`config.mk`:
```
export PLATFORM = sky130hd
export DESIGN_NAME = sensor_noc_top
export DESIGN_NICKNAME = d
export VERILOG_FILES = /design/src/noc_pkg.sv /design/src/uart_pkg.sv /design/src/sensor_sampler.sv /design/src/sensor_ni.sv /design/src/flit_arbiter.sv /design/src/uart_tx.sv /design/src/sensor_noc_top.sv
export SDC_FILE = /design/constraint.sdc
export NUM_CORES = 1
export LEC_CHECK = 0
export ABC_AREA = 1
export BUFFER_PORTS_ARGS = -buffer_cell sky130_fd_sc_hd__buf_2
export CAP_MARGIN = 0
export CELL_PAD_IN_SITES_DETAIL_PLACEMENT = 0
export CELL_PAD_IN_SITES_GLOBAL_PLACEMENT = 1
export CORE_ASPECT_RATIO = 1.1
export CORE_UTILIZATION = 28
export CTS_BUF_LIST = sky130_fd_sc_hd__clkbuf_8
export DETAILED_ROUTE_END_ITERATION = 10
export HOLD_SLACK_MARGIN = 0.02
export PLACE_DENSITY_LB_ADDON = 0.1
export SETUP_SLACK_MARGIN = 0.4
export SKIP_LAST_GASP = 1
export SYNTH_ARGS = -nofsm -noshare
export SYNTH_HDL_FRONTEND = slang
export SYNTH_SLANG_ARGS = --single-unit
export TNS_END_PERCENT = 1
```
`constraint.sdc`:
```
create_clock -name clk -period 3.2 [get_ports clk]
set_input_delay 0.32 -clock clk [delete_from_list [all_inputs] [get_ports clk]]
set_output_delay 0.32 -clock clk [all_outputs]
set_load 0.1 [all_outputs]
```
`src/noc_pkg.sv`:
```
package noc_pkg;

	localparam int ADDR_W = 4;
	localparam int SEQ_W = 4;
	localparam int VALUE_W = 8;

	// Number of cores the address field can reach
	localparam int MAX_CORES = 2 ** ADDR_W;

	typedef logic [ADDR_W-1:0] core_addr_t;
	typedef logic [SEQ_W-1:0] seq_t;  // Wraps from 15 to 0
	typedef logic [VALUE_W-1:0] sensor_value_t;

	typedef struct packed {
		core_addr_t addr;  // Sent in the high byte with seq
		seq_t seq;
		sensor_value_t value;  // Sent alone in the low byte
	} flit_t;

	// Entry i holds the sensor input of core i
	typedef sensor_value_t [MAX_CORES-1:0] sensor_bank_t;

endpackage

```
`src/uart_pkg.sv`:
```
package uart_pkg;

	localparam int DATA_BITS = 8;

	// Line levels of the framing bits
	localparam logic START_BIT = 1'b0;
	localparam logic STOP_BIT = 1'b1;  // Also the idle level

	typedef enum logic [1:0] {
		IDLE,
		START,
		DATA,
		STOP
	} tx_state_t;

endpackage

```
`src/sensor_sampler.sv`:
```
module sensor_sampler #(
	parameter int NUM_CORES = 8
) (
	input  logic clk,
	input  logic rst_n,
	input  logic sample_trigger,
	input  logic [NUM_CORES-1:0] sample_enable,
	input  noc_pkg::sensor_bank_t sensor_values,
	output logic [NUM_CORES-1:0] capture,
	output noc_pkg::sensor_bank_t capture_value
);
	import noc_pkg::*;

	sensor_value_t snap_q [NUM_CORES];

	// Enabled cores see the strobe one cycle after the trigger
	always_ff @(posedge clk or negedge rst_n) begin
		if (!rst_n) begin
			capture <= '0;
		end else begin
			capture <= sample_trigger ? sample_enable : '0;
		end
	end

	always_ff @(posedge clk) begin
		if (sample_trigger) begin
			for (int i = 0; i < NUM_CORES; i++) begin
				snap_q[i] <= sensor_values[i];  // One snapshot shared by all cores
			end
		end
	end

	always_comb begin
		capture_value = '0;  // Entries above NUM_CORES read as zero
		for (int i = 0; i < NUM_CORES; i++) begin
			capture_value[i] = snap_q[i];
		end
	end

endmodule

```
`src/sensor_ni.sv`:
```
module sensor_ni #(
	parameter noc_pkg::core_addr_t CORE_ADDR = '0
) (
	input  logic clk,
	input  logic rst_n,
	input  logic capture,
	input  noc_pkg::sensor_value_t value,
	output logic req,
	output noc_pkg::flit_t flit,
	input  logic taken
);
	import noc_pkg::*;

	seq_t seq_q;
	logic load;

	// A capture is dropped while the previous flit still waits
	assign load = capture && !req;

	always_ff @(posedge clk or negedge rst_n) begin
		if (!rst_n) begin
			req <= 1'b0;
			seq_q <= '0;
		end else begin
			if (taken) begin
				req <= 1'b0;
				seq_q <= seq_q + seq_t'(1);  // Wraps naturally at 4 bits
			end else if (load) begin
				req <= 1'b1;
			end
		end
	end

	always_ff @(posedge clk) begin
		if (load) begin
			flit <= '{addr: CORE_ADDR, seq: seq_q, value: value};
		end
	end

endmodule

```
`src/flit_arbiter.sv`:
```
module flit_arbiter #(
	parameter int NUM_CORES = 8
) (
	input  logic clk,
	input  logic rst_n,
	input  logic [NUM_CORES-1:0] req,
	input  noc_pkg::flit_t flits [NUM_CORES],
	output logic [NUM_CORES-1:0] taken,
	output logic [uart_pkg::DATA_BITS-1:0] tx_byte,
	output logic tx_start,
	input  logic bussy
);
	import noc_pkg::*;

	localparam int IDX_W = $clog2(NUM_CORES);

	typedef enum logic [1:0] {
		EMPTY,
		HIGH_BYTE,
		LOW_BYTE
	} phase_t;

	phase_t phase_q;
	logic [IDX_W-1:0] last_q;
	logic [IDX_W-1:0] grant_idx;
	logic grant_valid;
	logic can_send;
	flit_t hold_q;

	// Search starts just after the last served core and wraps around
	always_comb begin
		int cand;
		grant_valid = 1'b0;
		grant_idx = last_q;
		for (int off = 1; off <= NUM_CORES; off++) begin
			cand = int'(last_q) + off;
			if (cand >= NUM_CORES) begin
				cand = cand - NUM_CORES;
			end
			if (!grant_valid && req[cand]) begin
				grant_valid = 1'b1;
				grant_idx = IDX_W'(cand);
			end
		end
	end

	always_comb begin
		taken = '0;
		if (phase_q == EMPTY && grant_valid) begin
			taken[grant_idx] = 1'b1;
		end
	end

	// The UART raises bussy only one edge after tx_start
	assign can_send = !bussy && !tx_start;

	always_ff @(posedge clk or negedge rst_n) begin
		if (!rst_n) begin
			phase_q <= EMPTY;
			last_q <= IDX_W'(NUM_CORES - 1);  // Core 0 goes first
			tx_start <= 1'b0;
		end else begin
			tx_start <= 1'b0;
			case (phase_q)
				EMPTY: begin
					if (grant_valid) begin
						phase_q <= HIGH_BYTE;
						last_q <= grant_idx;
					end
				end
				HIGH_BYTE: begin
					if (can_send) begin
						tx_start <= 1'b1;
						phase_q <= LOW_BYTE;
					end
				end
				LOW_BYTE: begin
					if (can_send) begin
						tx_start <= 1'b1;
						phase_q <= EMPTY;
					end
				end
				default: phase_q <= EMPTY;
			endcase
		end
	end

	always_ff @(posedge clk) begin
		if (phase_q == EMPTY && grant_valid) begin
			hold_q <= flits[grant_idx];
		end
		if (can_send && phase_q == HIGH_BYTE) begin
			tx_byte <= {hold_q.addr, hold_q.seq};
		end else if (can_send && phase_q == LOW_BYTE) begin
			tx_byte <= hold_q.value;
		end
	end

endmodule

```
`src/uart_tx.sv`:
```
module uart_tx #(
	parameter int CLKS_PER_BIT = 434
) (
	input  logic clk,
	input  logic rst_n,
	input  logic [uart_pkg::DATA_BITS-1:0] tx_byte,
	input  logic tx_start,
	output logic bussy,
	output logic txd
);
	import uart_pkg::*;

	localparam int CNT_W = $clog2(CLKS_PER_BIT + 1);
	localparam int BIT_W = $clog2(DATA_BITS);

	tx_state_t state_q;
	logic [CNT_W-1:0] clk_cnt;
	logic [BIT_W-1:0] bit_idx;
	logic [DATA_BITS-1:0] shift_q;
	logic bit_done;

	assign bit_done = (clk_cnt == CNT_W'(CLKS_PER_BIT - 1));

	always_ff @(posedge clk or negedge rst_n) begin
		if (!rst_n) begin
			state_q <= IDLE;
			clk_cnt <= '0;
			bit_idx <= '0;
			bussy <= 1'b0;
			txd <= STOP_BIT;
		end else begin
			if (state_q == IDLE || bit_done) begin
				clk_cnt <= '0;
			end else begin
				clk_cnt <= clk_cnt + 1'b1;
			end
			case (state_q)
				IDLE: begin
					if (tx_start) begin
						state_q <= START;
						txd <= START_BIT;
						bussy <= 1'b1;
					end
				end
				START: begin
					if (bit_done) begin
						state_q <= DATA;
						bit_idx <= '0;
						txd <= shift_q[0];  // LSB goes out first
					end
				end
				DATA: begin
					if (bit_done) begin
						if (bit_idx == BIT_W'(DATA_BITS - 1)) begin
							state_q <= STOP;
							txd <= STOP_BIT;
						end else begin
							bit_idx <= bit_idx + 1'b1;
							txd <= shift_q[1];  // Next bit before the shift lands
						end
					end
				end
				STOP: begin
					if (bit_done) begin
						state_q <= IDLE;
						bussy <= 1'b0;
					end
				end
				default: state_q <= IDLE;
			endcase
		end
	end

	always_ff @(posedge clk) begin
		if (state_q == IDLE && tx_start) begin
			shift_q <= tx_byte;
		end else if (state_q == DATA && bit_done) begin
			shift_q <= shift_q >> 1;
		end
	end

endmodule

```
`src/sensor_noc_top.sv`:
```
module sensor_noc_top #(
	parameter int NUM_CORES = 8,
	parameter int CLKS_PER_BIT = 434
) (
	input  logic clk,
	input  logic rst_n,
	input  logic sample_trigger,
	input  logic [NUM_CORES-1:0] sample_enable,
	input  noc_pkg::sensor_bank_t sensor_values,
	output logic txd
);
	import noc_pkg::*;
	import uart_pkg::*;

	logic [NUM_CORES-1:0] capture;
	sensor_bank_t capture_value;
	logic [NUM_CORES-1:0] req;
	logic [NUM_CORES-1:0] taken;
	flit_t flits [NUM_CORES];
	logic [DATA_BITS-1:0] tx_byte;
	logic tx_start;
	logic bussy;

	sensor_sampler #(
		.NUM_CORES(NUM_CORES)
	) u_sampler (
		.clk(clk),
		.rst_n(rst_n),
		.sample_trigger(sample_trigger),
		.sample_enable(sample_enable),
		.sensor_values(sensor_values),
		.capture(capture),
		.capture_value(capture_value)
	);

	for (genvar i = 0; i < NUM_CORES; i++) begin : g_core
		sensor_ni #(
			.CORE_ADDR(core_addr_t'(i))
		) u_ni (
			.clk(clk),
			.rst_n(rst_n),
			.capture(capture[i]),
			.value(capture_value[i]),
			.req(req[i]),
			.flit(flits[i]),
			.taken(taken[i])
		);
	end

	flit_arbiter #(
		.NUM_CORES(NUM_CORES)
	) u_arbiter (
		.clk(clk),
		.rst_n(rst_n),
		.req(req),
		.flits(flits),
		.taken(taken),
		.tx_byte(tx_byte),
		.tx_start(tx_start),
		.bussy(bussy)
	);

	uart_tx #(
		.CLKS_PER_BIT(CLKS_PER_BIT)
	) u_uart (
		.clk(clk),
		.rst_n(rst_n),
		.tx_byte(tx_byte),
		.tx_start(tx_start),
		.bussy(bussy),
		.txd(txd)
	);

endmodule

```
# After elaboration in Yosys (flattened, before gate mapping)
# Memory sizes are Yosys's and may differ from the RTL's. A register that Yosys moved wholly into a read port is not among the register bits.
# Index checks and enable logic that the tools add are counted.
dict set report word_totals {
  output_inout_bits 1
  memories 1
  reg_bits 134
  input_bits 139
  ram_bits 64
  elab_cells 265
}
dict set report classes {
  n_eq_ne 16
  n_mux 102
  reduce_logical 62
  order_cmp 19
  n_addsub 26
  bitwise_logic 1
}
# memory words word_bits read_ports rd_clocked_by_memory_dff wr line_no
set memory_table {}
lappend memory_table {u_sampler.snap_q 8 8 8 8 8 sensor_sampler.sv:14} ;# sensor_value_t snap_q [NUM_CORES];
# operator n
set op_table {}
lappend op_table {{>= comparator 32 x 5 -> 1 bit, second input constant} 8}
lappend op_table {{less-than comparator 32 x 5 -> 1 bit, second input constant} 8}
lappend op_table {{2-to-1 mux 32 bit} 8}
lappend op_table {{subtractor 32 x 5 -> 32 bit, second input constant} 8}
lappend op_table {{2-to-1 mux 1 bit} 51}
lappend op_table {{binary-select mux 16 bit (select 3 bit)} 1}
lappend op_table {{2-to-1 mux 8 bit} 6}
lappend op_table {{2-to-1 mux 3 bit} 11}
lappend op_table {{adder 4 x 1 -> 4 bit, second input constant} 8}
lappend op_table {{2-to-1 mux 16 bit} 2}
lappend op_table {{binary-select mux 1 bit (select 3 bit)} 8}
lappend op_table {{nonzero test 2 bit} 12}
lappend op_table {{logical AND 1 bit} 22}
lappend op_table {{logical NOT 1 bit} 17}
lappend op_table {{adder 3 x 3 -> 4 bit, second input constant} 4}
lappend op_table {{2-to-1 mux 2 bit} 8}
lappend op_table {{inequality test 2 x 1 -> 1 bit, second input constant} 7}
lappend op_table {{adder 9 x 1 -> 9 bit, second input constant} 1}
lappend op_table {{equality test 9 bit, second input constant} 1}
lappend op_table {{2-to-1 mux 9 bit} 1}
lappend op_table {{adder 3 x 2 -> 4 bit, second input constant} 2}
lappend op_table {{one-hot mux 2 bit (4 select lines)} 1}
lappend op_table {{AND reduction 4 bit} 2}
lappend op_table {{equality test 2 bit, second input constant} 3}
lappend op_table {{other kinds (22)} 26}

# Longest topological paths before layout
dict set report logic_depth {
  ltp_word 34
  depth_mapped 24
  ltp_nobuf 21
}

# Modules after synthesis
# From an unflattened synthesis, not the netlist that was laid out.
dict set report hier_totals {
  hier_cells 1244
  hier_area_um2 12403.1
}
# mod seq_area_each_um2 area_each_um2 n_inst cells_each
set modules_own_cells {}
lappend modules_own_cells {{sensor_ni (g_core[1].u_ni ...)} 485.5 618.1 7 42}
lappend modules_own_cells {flit_arbiter 874.6 3485.8 1 613}
lappend modules_own_cells {sensor_sampler 2122.0 2671.3 1 154}
lappend modules_own_cells {uart_tx 641.9 1305.0 1 142}
lappend modules_own_cells {{sensor_ni (g_core[0].u_ni)} 485.5 614.3 1 41}

# Worst setup path after synthesis
# Ideal clock, no wire load.
dict set report synth_path {
  path_type {register to register}
  from {reg u_arbiter.last_q[1]}
  to {reg u_arbiter.hold_q[4] (netlist name), data pin}
  setup_time_ns 0.253
  period_less_slack_ns 2.989
  t_required_ns 2.947
  setup_slack_ns 0.211
  stages_incl_launch_ff 23
  path_buffers 4
  t_arrival_ns 2.736
  path_cell_list {dfstp_2 -> buf_2 -> inv_4 -> ha_1 -> buf_2 -> clkinv_1 -> nand3_1 -> nand3_2 -> nand2_2 -> nor2_4 -> nand4_4 -> nor2_4 -> nand2_2 -> nand2_1 -> inv_2 -> nand2_1 -> nand2_2 -> buf_6 -> buf_6 -> nand2_1 -> nand2_1 -> nand2_1 -> nand2_1}
}
dict set report synth_via {
  elab_chain_cells 32
  elab_cells_between_ends 89
  cone_classes {add/sub (16); order compare (8); mux (50); bitwise (1); reduce/logical (14)}
}
# item line_no
set synth_lines {}
lappend synth_lines {{from (decl)} flit_arbiter.sv:24} ;# logic [IDX_W-1:0] last_q;
lappend synth_lines {{from (signal assigned)} flit_arbiter.sv:60} ;# last_q <= IDX_W'(NUM_CORES - 1);
lappend synth_lines {{from (signal assigned)} flit_arbiter.sv:68} ;# last_q <= grant_idx;
lappend synth_lines {{adder 3 x 1 -> 4 bit} flit_arbiter.sv:36} ;# cand = int'(last_q) + off;
lappend synth_lines {{subtractor 32 x 5 -> 32 bit / >= comparator 32 x 5 -> 1 bit (equally long branches)} {flit_arbiter.sv:38, flit_arbiter.sv:37}}
lappend synth_lines {{2-to-1 mux 32 bit} flit_arbiter.sv:37} ;# if (cand >= NUM_CORES) begin
lappend synth_lines {{binary-select mux 1 bit (select 3 bit)} flit_arbiter.sv:40} ;# if (!grant_valid && req[cand]) begin
lappend synth_lines {{2-to-1 mux 1 bit (not written as such) (2 in series)} flit_arbiter.sv:40}
lappend synth_lines {{2-to-1 mux 1 bit} flit_arbiter.sv:40}
lappend synth_lines {{logical NOT 1 bit} flit_arbiter.sv:40}
lappend synth_lines {{logical AND 1 bit} flit_arbiter.sv:40}
lappend synth_lines {{[14 not listed]} --}
lappend synth_lines {{logical AND 1 bit} flit_arbiter.sv:40}
lappend synth_lines {{2-to-1 mux 1 bit} flit_arbiter.sv:40}
lappend synth_lines {{logical NOT 1 bit} flit_arbiter.sv:40}
lappend synth_lines {{logical AND 1 bit} flit_arbiter.sv:40}
lappend synth_lines {{2-to-1 mux 3 bit (*)} flit_arbiter.sv:40}
lappend synth_lines {{inverter 3 -> 4 bit (not written as such) (*)} flit_arbiter.sv:90} ;# hold_q <= flits[grant_idx];
lappend synth_lines {{binary-select mux 16 bit (select 3 bit) (*)} flit_arbiter.sv:90}
lappend synth_lines {{2-to-1 mux 16 bit (not written as such) (*) (2 in series)} flit_arbiter.sv:90}
lappend synth_lines {{to (signal assigned)} flit_arbiter.sv:90}
lappend synth_lines {{to (decl)} flit_arbiter.sv:28} ;# flit_t hold_q;
# Every way passes the cells marked *; elsewhere a longest branch is shown, timed or not. The select of a mux whose other input is x is not followed.
# A chain may end at the register's enable or synchronous reset.

# Worst setup path after layout
dict set report layout_path {
  from {reg u_arbiter.last_q[1]}
  to {reg u_arbiter.hold_q[7] (netlist name), data pin}
}
# Same word-level chain as after synthesis.

==> flow_metrics.tcl <==
set metrics [dict create \
    grt_pass1_wl_mm 44.5 \
    fillers 4001 \
    worst_pin_slew_ns 1.13 \
    via_count 7651 \
    gr-total-overflow 0 \
    drt-wirelength-per-cell_microns 15.4 \
    cp.required_ns 3.55 \
    wl_mm 27.8 \
    cts_sinks 261 \
    ios 140 \
    place_hpwl_mm 17.9 \
    finalMaxSlewViolations 0 \
    core_area_sq_mm 0.0394 \
    r2r-start "u_arbiter.last_q[1]" \
    synth_edf_count 191 \
    drcViolationCount 0 \
    insertion_delay_ns 0.60 \
    ant_nets 0 \
    maxCapViolCount 0 \
    syn_inst 1047 \
    die_h_microns 212 \
    fp.dieW_microns 193 \
    cts_tree "done" \
    final_cell_mix "394 x nand2_1, 191 x edfxtp_1, 100 x nand3_1, 78 x inv_1" \
    critPathKind "reg2reg" \
    ys_seq_area_share_pct 66.6 \
    yosysTopAreaCellShare_pct 51.0 \
    synth.largest_area_cell "edfxtp_1" \
    rsz0062_at_grt "yes" \
    die_area_sq_mm 0.0410 \
    grt_pass1_vias 7960 \
    startpoint "u_arbiter.last_q[1]" \
    synth_area_leaders "edfxtp_1 51%, dfrtp_1 15%, nand2_1 14%, nand3_1 4.8%, ha_1 2.6%" \
    gp_congestion 0.761 \
    final_nets 1419 \
    dr.pass1.iters 4 \
    final_common_cell "nand2_1" \
    antennaDiodeCount 0 \
    syn_to_final_growth_pct 28.7 \
    dr.first_iter.drc_count 277 \
    clock_tree.buffer_depth 3 \
    root_buffer "clkbuf_8" \
    drive_gt1_share_pct 20.2 \
    cts.clk_slew.worst_paths_ns 0.07 \
    viasPerCell 4.25 \
    endpoint_kind "flip-flop" \
    ys_types 37 \
    start_util_pct 28.6 \
    hold_class "in2async" \
    critPathLaunchType "flip-flop" \
    layout_min_cycle_time_ns 2.98 \
    grt_start_max_net_pins 73 \
    fmax_ghz 0.336 \
    period_share_pct 93.1 \
    syn_avg_cell_area_sq_um 10.7 \
    clock_skew_ns 0.0178 \
    max-slew-margin-rel_pct 24.7 \
    worst_r2r_endpoint "u_arbiter.hold_q[7]" \
    async_flop_share_pct 26.8 \
    syn-cell-area_sq_mm 0.0113 \
    r2r_slack_ns 0.22 \
    port_buffers 75 \
    finalHoldViolCount 0 \
    grt_usage_pct 14.4 \
    yosysWarnings 0 \
    ys_seq_elements 261 \
    crit_end "u_arbiter.hold_q[7]" \
    arrival_ns 3.32 \
    synth-main-ff-cell "edfxtp_1" \
    fp-row-count 76 \
    crit_path_max_fanout 8 \
    worstRegToRegCells 19 \
    antenna_found_initial 0 \
    htree_levels 2 \
    fin_setup_tns_ns 0 \
    syn_nets 1209 \
    numCtsBuffers 48 \
    setup_viol 0 \
    status "finished clean" \
]
## stage by stage
step	hold WS [ns]	area, sq um	setup WS [ns]	cells	util [%]
6_report	0.256	14500	0.222	1802	36.8
5_1_grt	0.301	14500	0.0649	1802	36.8
4_1_cts	0.247	14400	0.242	1801	36.5
3_5_place_dp	0.372	12500	0.0881	1634	31.8
3_3_place_gp	0.365	12500	0.106	1634	31.8
2_1_floorplan	0.0244	11300	0.394	1047	-
## area by class of cell
class / count / area [sq um] / area share [%]
sequential: 261 / 7490 / 51.7
clock inverter: 35 / 213 / 1.47
timing repair buffer: 191 / 1620 / 11.2
tap: 507 / 634 / 4.38
clock buffer: 53 / 729 / 5.04
inverter: 76 / 293 / 2.02
multi-input combinational: 679 / 3500 / 24.2
## logic make-up after synthesis
| logic type | share of synthesized area [%] |
|---|---|
| DFF | 66.6 |
| and+or+nand+nor | 22.7 |
| xor gates and xnor gates | 1.25 |
| muxes | 0.701 |
| buffers and inverters | 4.29 |
| adders and majority gates | 2.56 |
| AOI/OAI and AO/OA | 1.96 |
## cell usage after synthesis (3+ instances only)
| cell | n |
|---|---|
| nor2_1 | 38 |
| clkbuf_1 | 6 |
| mux2_2 | 7 |
| nor3_1 | 3 |
| xnor2_1 | 12 |
| ha_1 | 23 |
| o21ai_1 | 8 |
| buf_6 | 6 |
| inv_1 | 63 |
| nand3_1 | 108 |
| dfrtp_1 | 66 |
| buf_2 | 15 |
| edfxtp_1 | 191 |
| nand3_2 | 9 |
| nand3b_1 | 5 |
| nand2_1 | 407 |
| nor3b_1 | 3 |
| o21ai_0 | 16 |
| nor2_4 | 5 |
| nand2_2 | 8 |
| buf_4 | 4 |
| dfstp_2 | 4 |
| a21oi_1 | 8 |
| xor2_1 | 4 |
| inv_2 | 11 |
## timing repair
| action | in CTS | in global routing |
|---|---|---|
| buffers inserted | 5 | 0 |
| pin swaps | 3 | 8 |
| cloned | 1 | 1 |
| hold endpoints to repair | 105 | 0 |
| hold buffers | 73 | 0 |
| setup endpoints to repair | 68 | 68 |
| gates resized for setup | 23 | 19 |
## sequential cells by signal (all words and copies together), names as in the netlist
register and flops:
u_uart.bussy 1, u_arbiter.hold_q 15, g_core.u_ni.seq_q 32, u_uart.bit_idx 3
u_uart.shift_q 8, u_arbiter.phase_q 2, u_arbiter.tx_byte 8, u_uart.txd 1
u_uart.clk_cnt 9, u_sampler.snap_q 64, u_sampler.capture 8, u_uart.state_q 2
g_core.u_ni.req 8, u_arbiter.last_q 3, u_arbiter.tx_start 1, g_core.u_ni.flit 96
## per-layer routing
layer / up-vias / track usage [%] / part of all wire, %
met5: - / 0 / 0
met4: 0 / 5.87 / 3.2
met3: 59 / 3.00 / 3.6
met2: 143 / 23.7 / 49
met1: 3537 / 18.3 / 45
li1: 3912 / - / -
## worst max-delay path: stages, from the launching register on
cell and delay, ns:
dfstp_2 0.61, inv_4 0.05, ha_4 0.29, clkinv_4 0.09
nand3_1 0.14, nand2_1 0.09, nand2_1 0.06, nand2_2 0.13
nand4_4 0.16, nor2_4 0.19, nand2_4 0.08, nand2_1 0.08
inv_2 0.05, nand2_1 0.09, nand2_4 0.11, buf_12 0.17
nand2_2 0.12, nand2_1 0.07, nand2_1 0.08, nand2_1 0.07
## worst min-delay path by stage
stage,cells past startpoint,from,to,slack [ns]
finish,2,rst_n,u_sampler.capture[7],0.26
global route,2,rst_n,g_core[4].u_ni.seq_q[0],0.30
CTS,2,rst_n,u_sampler.capture[7],0.25
detailed placement,1,rst_n,g_core[4].u_ni.req,0.37
global placement,1,rst_n,u_sampler.capture[7],0.37
floorplan,0,rst_n,g_core[0].u_ni.req,0.02
Power is not shown: default switching activity piles up to over one toggle a cycle in this logic, so the estimate is an artifact.
